## src/rtl/fpmul_pkg.sv

```systemverilog
package fpmul_pkg;

	//////////////////////////////////////////////////
	// Single-precision format
	//////////////////////////////////////////////////
	localparam int exp_w    = 8;                    // Exponent field
	localparam int frac_w   = 23;                   // Stored fraction
	localparam int man_w    = 24;                   // Fraction plus hidden one
	localparam int exp_bias = 127;
	localparam logic [31:0] qnan = 32'h7fc0_0000;   // Canonical quiet NaN

	// Operand class after unpacking
	typedef enum logic [1:0] {
		class_zero,  // Zero or flushed subnormal
		class_norm,
		class_inf,
		class_nan
	} fp_class_e;

	typedef struct packed {
		logic invalid;
		logic overflow;
		logic underflow;
		logic inexact;
	} fp_flags_t;

	typedef struct packed {
		logic             sign;
		logic [exp_w-1:0] exp;
		logic [man_w-1:0] man;  // Hidden bit on top
		fp_class_e        cls;
	} fp_operand_t;

	//////////////////////////////////////////////////
	// Stage payloads
	//////////////////////////////////////////////////
	typedef struct packed {
		fp_operand_t a_op;
		fp_operand_t b_op;
	} prep_stage_t;

	typedef struct packed {
		logic                    sign;
		logic signed [exp_w+1:0] exp;   // ea + eb - bias
		logic [2*man_w-1:0]      prod;  // Raw significand product
		fp_class_e               cls_a;
		fp_class_e               cls_b;
	} exec_stage_t;

	typedef struct packed {
		logic                    sign;
		logic signed [exp_w+1:0] exp;
		logic [frac_w-1:0]       man;   // Fraction below the leading one
		logic                    guard;
		logic                    round;
		logic                    sticky;
		fp_class_e               cls_a;
		fp_class_e               cls_b;
	} norm_stage_t;

	typedef struct packed {
		logic [31:0] result;
		fp_flags_t   flags;
	} fpmul_out_t;

endpackage
```

## src/rtl/fpmul_top.sv

```systemverilog
`timescale 1ns/10ps

module fpmul_top (
	input  logic                  clk,
	input  logic                  rst,
	input  logic                  in_valid,
	input  logic [31:0]           a,
	input  logic [31:0]           b,
	output logic                  out_valid,
	output fpmul_pkg::fpmul_out_t out
);
	import fpmul_pkg::*;

	// Raw input pair
	typedef struct packed {
		logic [31:0] a;
		logic [31:0] b;
	} in_pair_t;

	in_pair_t    pipe_0;  // Input -> prep
	prep_stage_t pipe_1;  // Prep -> execute
	exec_stage_t pipe_2;  // Execute -> normalize
	norm_stage_t pipe_3;  // Normalize -> round
	fpmul_out_t  pipe_4;  // Round -> output
	logic [4:0]  valid;   // Bit i follows pipe_i

	prep_stage_t prep_ops;
	exec_stage_t exec_prod;
	norm_stage_t norm_res;
	fpmul_out_t  round_res;

	//////////////////////////////////////////////////
	// Stages
	//////////////////////////////////////////////////
	fpmul_prep i_prep (
		.a   (pipe_0.a),
		.b   (pipe_0.b),
		.ops (prep_ops)
	);

	fpmul_execute i_execute (
		.ops  (pipe_1),
		.prod (exec_prod)
	);

	fpmul_normalize i_normalize (
		.prod (pipe_2),
		.norm (norm_res)
	);

	fpmul_round i_round (
		.norm (pipe_3),
		.res  (round_res)
	);

	//////////////////////////////////////////////////
	// Pipeline registers
	//////////////////////////////////////////////////
	always_ff @(posedge clk) begin
		if (rst) begin
			valid  <= '0;  // Drops everything in flight
			pipe_0 <= '0;
			pipe_1 <= '0;
			pipe_2 <= '0;
			pipe_3 <= '0;
			pipe_4 <= '0;
		end else begin
			valid    <= {valid[3:0], in_valid};  // No stall, always advances
			pipe_0.a <= a;
			pipe_0.b <= b;
			pipe_1   <= prep_ops;
			pipe_2   <= exec_prod;
			pipe_3   <= norm_res;
			pipe_4   <= round_res;
		end
	end

	assign out_valid = valid[4];
	assign out       = pipe_4;

	// Strobe must be clean once out of reset
	a_out_valid_known: assert property (@(posedge clk) disable iff (rst)
		!$isunknown(out_valid))
		else $error("out_valid unknown after reset");

endmodule

```

## src/rtl/fpmul_round.sv

```systemverilog
`timescale 1ns/10ps

module fpmul_round (
	input  fpmul_pkg::norm_stage_t norm,
	output fpmul_pkg::fpmul_out_t  res
);
	import fpmul_pkg::*;

	logic                    round_up;  // RNE decision
	logic [frac_w:0]         man_rnd;   // Extra bit catches the carry
	logic signed [exp_w+1:0] exp_rnd;
	logic                    lost;      // Any discarded bit
	logic                    any_nan;
	logic                    any_inf;
	logic                    any_zero;

	//////////////////////////////////////////////////
	// Round to nearest even
	//////////////////////////////////////////////////
	assign round_up = norm.guard & (norm.round | norm.sticky | norm.man[0]);
	assign man_rnd  = {1'b0, norm.man} + (frac_w+1)'(round_up);
	// All-ones fraction wraps to zero, exponent steps up
	assign exp_rnd  = norm.exp + $signed({{(exp_w+1){1'b0}}, man_rnd[frac_w]});
	assign lost     = norm.guard | norm.round | norm.sticky;

	assign any_nan  = (norm.cls_a == class_nan) || (norm.cls_b == class_nan);
	assign any_inf  = (norm.cls_a == class_inf) || (norm.cls_b == class_inf);
	assign any_zero = (norm.cls_a == class_zero) || (norm.cls_b == class_zero);

	//////////////////////////////////////////////////
	// Specials, saturation, packing
	//////////////////////////////////////////////////
	always_comb begin
		res.flags = '0;
		if (any_nan || (any_inf && any_zero)) begin
			res.result        = qnan;  // 0 x inf lands here too
			res.flags.invalid = 1'b1;
		end else if (any_inf) begin
			res.result = {norm.sign, {exp_w{1'b1}}, {frac_w{1'b0}}};
		end else if (any_zero) begin
			res.result = {norm.sign, 31'b0};  // Exact signed zero
		end else if (int'(exp_rnd) >= (2**exp_w) - 1) begin
			// Past the largest finite exponent
			res.result         = {norm.sign, {exp_w{1'b1}}, {frac_w{1'b0}}};
			res.flags.overflow = 1'b1;
			res.flags.inexact  = 1'b1;
		end else if (int'(exp_rnd) <= 0) begin
			// Subnormal range flushes
			res.result          = {norm.sign, 31'b0};
			res.flags.underflow = 1'b1;
			res.flags.inexact   = 1'b1;
		end else begin
			res.result        = {norm.sign, exp_rnd[exp_w-1:0], man_rnd[frac_w-1:0]};
			res.flags.inexact = lost;
		end
	end

endmodule

```

## src/rtl/fpmul_normalize.sv

```systemverilog
`timescale 1ns/10ps

module fpmul_normalize (
	input  fpmul_pkg::exec_stage_t prod,
	output fpmul_pkg::norm_stage_t norm
);
	import fpmul_pkg::*;

	logic top;  // Product in [2,4)

	assign top = prod.prod[2*man_w-1];

	always_comb begin
		norm.sign  = prod.sign;
		norm.cls_a = prod.cls_a;
		norm.cls_b = prod.cls_b;
		if (top) begin
			// Leading one at 47, shift right by one
			norm.exp    = prod.exp + (exp_w+2)'(1);
			norm.man    = prod.prod[46:24];
			norm.guard  = prod.prod[23];
			norm.round  = prod.prod[22];
			norm.sticky = |prod.prod[21:0];
		end else begin
			// Leading one at 46, already in place
			norm.exp    = prod.exp;
			norm.man    = prod.prod[45:23];
			norm.guard  = prod.prod[22];
			norm.round  = prod.prod[21];
			norm.sticky = |prod.prod[20:0];
		end
	end

endmodule

```

## src/rtl/fpmul_execute.sv

```systemverilog
`timescale 1ns/10ps

module fpmul_execute (
	input  fpmul_pkg::prep_stage_t ops,
	output fpmul_pkg::exec_stage_t prod
);
	import fpmul_pkg::*;

	logic signed [exp_w+1:0] exp_a;  // Zero-extended, room for the sum
	logic signed [exp_w+1:0] exp_b;

	assign exp_a = $signed({2'b00, ops.a_op.exp});
	assign exp_b = $signed({2'b00, ops.b_op.exp});

	always_comb begin
		prod.sign  = ops.a_op.sign ^ ops.b_op.sign;  // Holds for specials too
		// Biased sum, can go negative on small operands
		prod.exp   = exp_a + exp_b - (exp_w+2)'(exp_bias);
		// 24x24 into 48 bits
		prod.prod  = ops.a_op.man * ops.b_op.man;
		prod.cls_a = ops.a_op.cls;  // Classes ride along to rounding
		prod.cls_b = ops.b_op.cls;
	end

endmodule

```

## src/rtl/fpmul_prep.sv

```systemverilog
`timescale 1ns/10ps

module fpmul_prep (
	input  logic [31:0]            a,
	input  logic [31:0]            b,
	output fpmul_pkg::prep_stage_t ops
);
	import fpmul_pkg::*;

	// Split one word and classify it
	function automatic fp_operand_t unpack(input logic [31:0] w);
		fp_operand_t       op;
		logic [exp_w-1:0]  e;
		logic [frac_w-1:0] f;
		e       = w[frac_w +: exp_w];
		f       = w[frac_w-1:0];
		op.sign = w[31];
		op.exp  = e;
		if (e == '0) begin
			// Subnormals flush to zero, fraction dropped
			op.man = '0;
			op.cls = class_zero;
		end else if (e == '1) begin
			op.man = {1'b1, f};
			op.cls = (f != '0) ? class_nan : class_inf;
		end else begin
			op.man = {1'b1, f};  // Restore hidden one
			op.cls = class_norm;
		end
		return op;
	endfunction

	always_comb begin
		ops.a_op = unpack(a);
		ops.b_op = unpack(b);
	end

endmodule

```

## config.mk

```make
export PLATFORM = sky130hd
export DESIGN_NAME = fpmul_top
export DESIGN_NICKNAME = d
export VERILOG_FILES = /design/src/rtl/fpmul_pkg.sv /design/src/rtl/fpmul_top.sv /design/src/rtl/fpmul_round.sv /design/src/rtl/fpmul_normalize.sv /design/src/rtl/fpmul_execute.sv /design/src/rtl/fpmul_prep.sv
export SDC_FILE = /design/constraint.sdc
export NUM_CORES = 2
export LEC_CHECK = 0
export ABC_AREA = 1
export BUFFER_PORTS_ARGS = -buffer_cell sky130_fd_sc_hd__buf_2
export CAP_MARGIN = 20
export CORE_UTILIZATION = 42
export DETAILED_ROUTE_END_ITERATION = 8
export PLACE_DENSITY_LB_ADDON = 0.15
export SYNTH_ARGS = -nofsm -noshare
export SYNTH_HDL_FRONTEND = slang
export SYNTH_SLANG_ARGS = --single-unit
```

## constraint.sdc

```tcl
create_clock -name clk -period 18.89 [get_ports clk]
set_clock_uncertainty 0.05 [all_clocks]
set_input_delay 0.9445 -clock clk [delete_from_list [all_inputs] [get_ports clk]]
set_output_delay 0.9445 -clock clk [all_outputs]
set_load 0.02 [all_outputs]
```

# == After elaboration in Yosys (flattened, before gate mapping) ==
# Index checks and enable logic that the tools add are counted.
# op_classes
n_div,0
reduce_logical,21
muxes,15
bitwise_logic,8
n_addsub,5
n_eq_ne,6
n_shift,0
magnitude_cmp,2
n_mul,1
# op_table
cell,n
2-to-1 mux 31 bit,5
multiplier 24 x 24 -> 48 bit,1
nonzero test 23 bit,2
2-to-1 mux 36 bit,1
adder 23 x 1 -> 24 bit,1
OR reduction 22 bit,1
OR reduction 21 bit,1
"== test 8 bit, second input constant",2
logical NOT 8 bit,2
adder 10 x 2 -> 10 bit,1
"adder 10 x 2 -> 10 bit, second input constant",1
"greater-or-equal comparator 10 x 9 -> 1 bit, second input constant",1
"less-or-equal comparator 10 x 1 -> 1 bit, second input constant",1
"subtractor 10 x 8 -> 10 bit, second input constant",1
adder 8 x 8 -> 9 bit,1
2-to-1 mux 1 bit,9
"== test 2 bit, second input constant",4
OR reduction 2 bit,3
OR reduction 3 bit,2
OR reduction 6 bit,1
OR reduction 5 bit,1
logical NOT 2 bit,2
logical OR 1 bit,4
bitwise OR 1 bit,4
5 further kinds,6
# word_totals
ff_bits,279
mem_bits_rw,0
in_bits,67
n_memories,0
out_inout_bits,37
latchBits,0
romBits,0
wordCells,91

# == Depth between registers and ports, before layout ==
# depth
ltp_word,11
ltp_mapped,30
mapped_depth_nobuf,29

# == Modules after synthesis ==
# A second synthesis with hierarchy kept.
# unflattened
hier_cells,4391
area_unflattened_um2,31724.2
# by_module_without_submodules
module,instances,cells_per_inst,area_each_um2
fpmul_execute,1,2908,20902.5
fpmul_top,1,868,7991.4
fpmul_round,1,265,1295.0
fpmul_prep,1,199,857.1
fpmul_normalize,1,151,678.2

# == Worst setup path before layout ==
# No wires, ideal clock.
# synth_path
path_type,flip-flop to flip-flop
start,register pipe_1[5] (netlist name)
end,register pipe_2[40] (netlist name)
path_stages_with_launch,27
arrival_ns,5.788
slack_ns,12.937
setup_time_ns,0.115
path_cell_list,dfxtp_1 clkbuf_1 nand2_1 fa_1 inv_1 fa_1 inv_1 fa_1 inv_1 fa_1 inv_1 fa_1 inv_1 fa_1 inv_1 fa_1 inv_1 ha_1 nand2_1 nor2_1 inv_1 o21ai_0 nand2_1 nand3_1 nand2_1 a21oi_1 nor2_1
# synth_via
elab_chain_len,1
# synth_lines
element,line_no,source
"start, declared",fpmul_top.sv:21,prep_stage_t pipe_1;
"start signal, assigned",fpmul_top.sv:71,pipe_1 <= prep_ops;
multiplier 24 x 24 -> 48 bit,fpmul_execute.sv:20,prod.prod = ops.a_op.man * ops.b_op.man;
"end signal, assigned",fpmul_top.sv:72,pipe_2 <= exec_prod;
"end, declared",fpmul_top.sv:22,exec_stage_t pipe_2;
# Every way passes these cells.
# A chain may end at the register's enable or synchronous reset.

# == Final worst setup path ==
# layout_path
start,register pipe_1[3] (netlist name)
end,register pipe_2[40] (netlist name)
# The elaborated chain is that of the path after synthesis.

==> impl_results.md <==
- Clk_lat worst skew: 0.59 ns
- Largest net degree at the start of global routing: around 80
- Commonest non-fill, non-tap cell in the layout: inv_1
- Compound-Gate Fraction of Synth Area: 3.65%
- Post-Synth Simple-Gate Area: about 20%
- Synth Area in Adders: between 40% and 50%
- Die W: about 270 um
- Total gr overflow: 0
- Crit path max fanout: 24
- CP Data Required Time: approximately 19 ns
- First-pass GRT wire length: about 130 mm
- Period utilisation layout: a little over a third
- Final min period: approximately 6.7 ns
- Setup Fix Bufs, Post-CTS: 0
- Final hold violations: 0
- Crit path launch type: register
- Sink Count: approximately 280
- Min Hold Slack: around 0.33 ns
- Max clock buf depth: 3
- Mapped Area: ~30000 sq um
- Setup Crit Path Kind: register to register
- VDD IR max: slightly below 0.07 mV
- Yosys warns: 0
- Setup violations, final: 0
- DRT iter0 DRCs: around 1400
- Largest family of logic cells by synthesized area: adder cells
- Hold Crit Class: register to register
- CTS tree: yes
- Nets: around 4800
- Synth-to-layout area growth: 8.90%
- Crit end category: register
- Routability cong.: around 0.91
- Fillers: ~7200
- Fraction of layout instances using a drive strength above 1: 6.13%
- Slew HR: 32.7%
- Die area: 71900 sq um
- Commonest cells after routing, fill and taps aside: inv_1 (1174), nand2_1 (936), fa_1 (483), nor2_1 (362), dfxtp_1 (278)
- Number of global-route vias before repair: 24200
- Worst Max-Slew Pin Slew: around 1.0 ns
- Hold path depth: 2
- Ports: about 100
- Clk slew on worst S/H paths: roughly 0.070 ns
- PortBufs: approximately 100
- Max Slew Vio Count: 0
- Reg2Reg Depth: 25
- Syn Inst Count: roughly 4000
- Drt wl/cell: 15.4 um
- Gr usage total: 22.7%
- Leak: ~19 nW
- Die height: around 270 um
- Routed WL: ~77 mm
- Power Density: ~49 nW/um^2
- Row count: 97
- Post-layout power: between 1.5 and 2 mW
- Initial core utilization: 42.5%
- Setup TNS: 0 ns
- Synth area leader: fa_1
- CTS hold repair buffers: 0
- Clock root cell: clkbuf_16
- Core area: about 70000 sq um
- Mux cell area share after synthesis: 0%
- Synth cell types: 40
- Worst EP arrival: ~7 ns
- Synth Register Bits: ~280
- RSZ-0062 raised after global routing: false
- Outcome: finished, final reports clean
- Synthesized Nets: 4700
- Top cells by area, synth: fa_1 (33%), dfxtp_1 (19%), inv_1 (15%)
- Final antenna-violating net count: 0
- Post_cts resized: 0
- H-Tree Depth: 1
- Num CTS Buffers: 31
- Synth Area per Inst: 7.50 sq um
- Routed via count: ~23000
- Fmax: roughly 150 MHz
- Drt pass-1 iters: 8
- Max_cap viols: 0
- Initial antenna violation count: 0
- Hpwl dp: about 60 mm
- Synth Area in XOR/XNOR: 0.707%
- Post-layout util: between 40% and 50%
- Top-area cell type share of the netlist area: between 30 and 40%
- Sequential share of the synthesized area: between 10% and 20%
- Post-DR vias/cell: between 4 and 5
- DRC Markers: 0
## through the flow
step / setup slack [ns] / cell area, sq um / instances
global route: 11.75 / 32400 / 4984
detailed placement: 12.15 / 31300 / 4926
global placement: 12.23 / 31300 / 4926
floorplan: 12.94 / 29700 / 3963
finish: 12.19 / 32400 / 4987
CTS: 12.18 / 32400 / 4984
## final timing paths
path / startpoint / endpoint / slack, ns
max: pipe_1[3] / pipe_2[40] / 12.19
min reg2reg: pipe_2[2] / pipe_3[2] / 0.33
min: pipe_2[2] / pipe_3[2] / 0.33
max reg2reg: pipe_1[3] / pipe_2[40] / 12.19
## final cells by class
type,count,area (sq um),share of cell area (%)
Multi-Input combinational cell,2377,19200,59.4
Sequential cell,279,5590,17.3
Inverter,1178,4420,13.7
Tap cell,940,1180,3.63
Timing Repair Buffer,152,886,2.74
Clock buffer,40,860,2.65
Clock inverter,18,214,0.661
Antenna cell,3,7.51,0.0232
## cell usage after synthesis
cell type / n
inv_2: 2
o21bai_1: 12
a21oi_1: 96
a22o_1: 1
nor2_2: 23
nand2_2: 4
o21ai_2: 1
xor2_1: 15
and3_1: 2
nor3_2: 1
o21a_1: 7
or2_2: 4
o21ai_0: 76
o22ai_1: 1
nor4_1: 16
nand2_1: 936
buf_1: 2
and2_1: 1
nor3_1: 29
buf_6: 2
nand3b_1: 2
xnor2_1: 9
fa_1: 483
a211oi_1: 1
nand3_1: 66
dfxtp_1: 279
ha_1: 187
nand2_4: 1
o21ai_1: 1
inv_1: 1174
clkbuf_1: 124
nand4_1: 31
buf_2: 1
clkinv_1: 2
nand3_2: 2
a31oi_1: 2
a21o_1: 2
nor2_1: 362
a41oi_1: 2
nor2_4: 1
## state kept, by name (all words and copies together) (netlist names)
register,flops
out,36
pipe_0,64
pipe_1,70
pipe_2,63
pipe_3,41
valid,5
## per-layer routing
metal	up-vias	wire [um]	GRT usage, %
met3	133	3690	2.33
li1	11400	-	-
met4	0	2900	8.03
met5	-	0	0
met1	11100	33500	29.2
met2	551	36900	39.6
## power by group
part           switching, mW  internal (mW)  total [mW]
Combinational          0.208          0.106       0.314
Sequential            0.0187          0.621       0.639
Clock                  0.256          0.366       0.622
Total                  0.483           1.09        1.57
## cells by family (layout without fill, tap and decap cells)
family / after synthesis / count (layout)
XOR/XNOR: 24 / 24
AO/OA/AOI/OAI: 202 / 202
buffers and inverters: 1307 / 1388
flip-flops: 279 / 279
AND/OR/NAND/NOR: 1481 / 1481
adder cells (fa/ha/maj): 670 / 670
other: 0 / 3
## critical path: stages (launching register included)
cell,delay [ns]
dfxtp_1,0.94
nand2_1,0.12
inv_1,0.12
fa_1,0.44
fa_1,0.55
inv_1,0.06
fa_1,0.53
inv_1,0.05
fa_1,0.49
inv_1,0.05
fa_1,0.56
inv_1,0.06
fa_1,0.48
inv_1,0.05
fa_1,0.48
inv_1,0.06
ha_1,0.36
nand2_1,0.14
nor2_1,0.20
inv_1,0.07
o21ai_0,0.23
nand2_1,0.08
nand3_1,0.16
nand2_1,0.10
a21oi_1,0.14
nor2_1,0.06
Power figures use the tool's default switching activity.
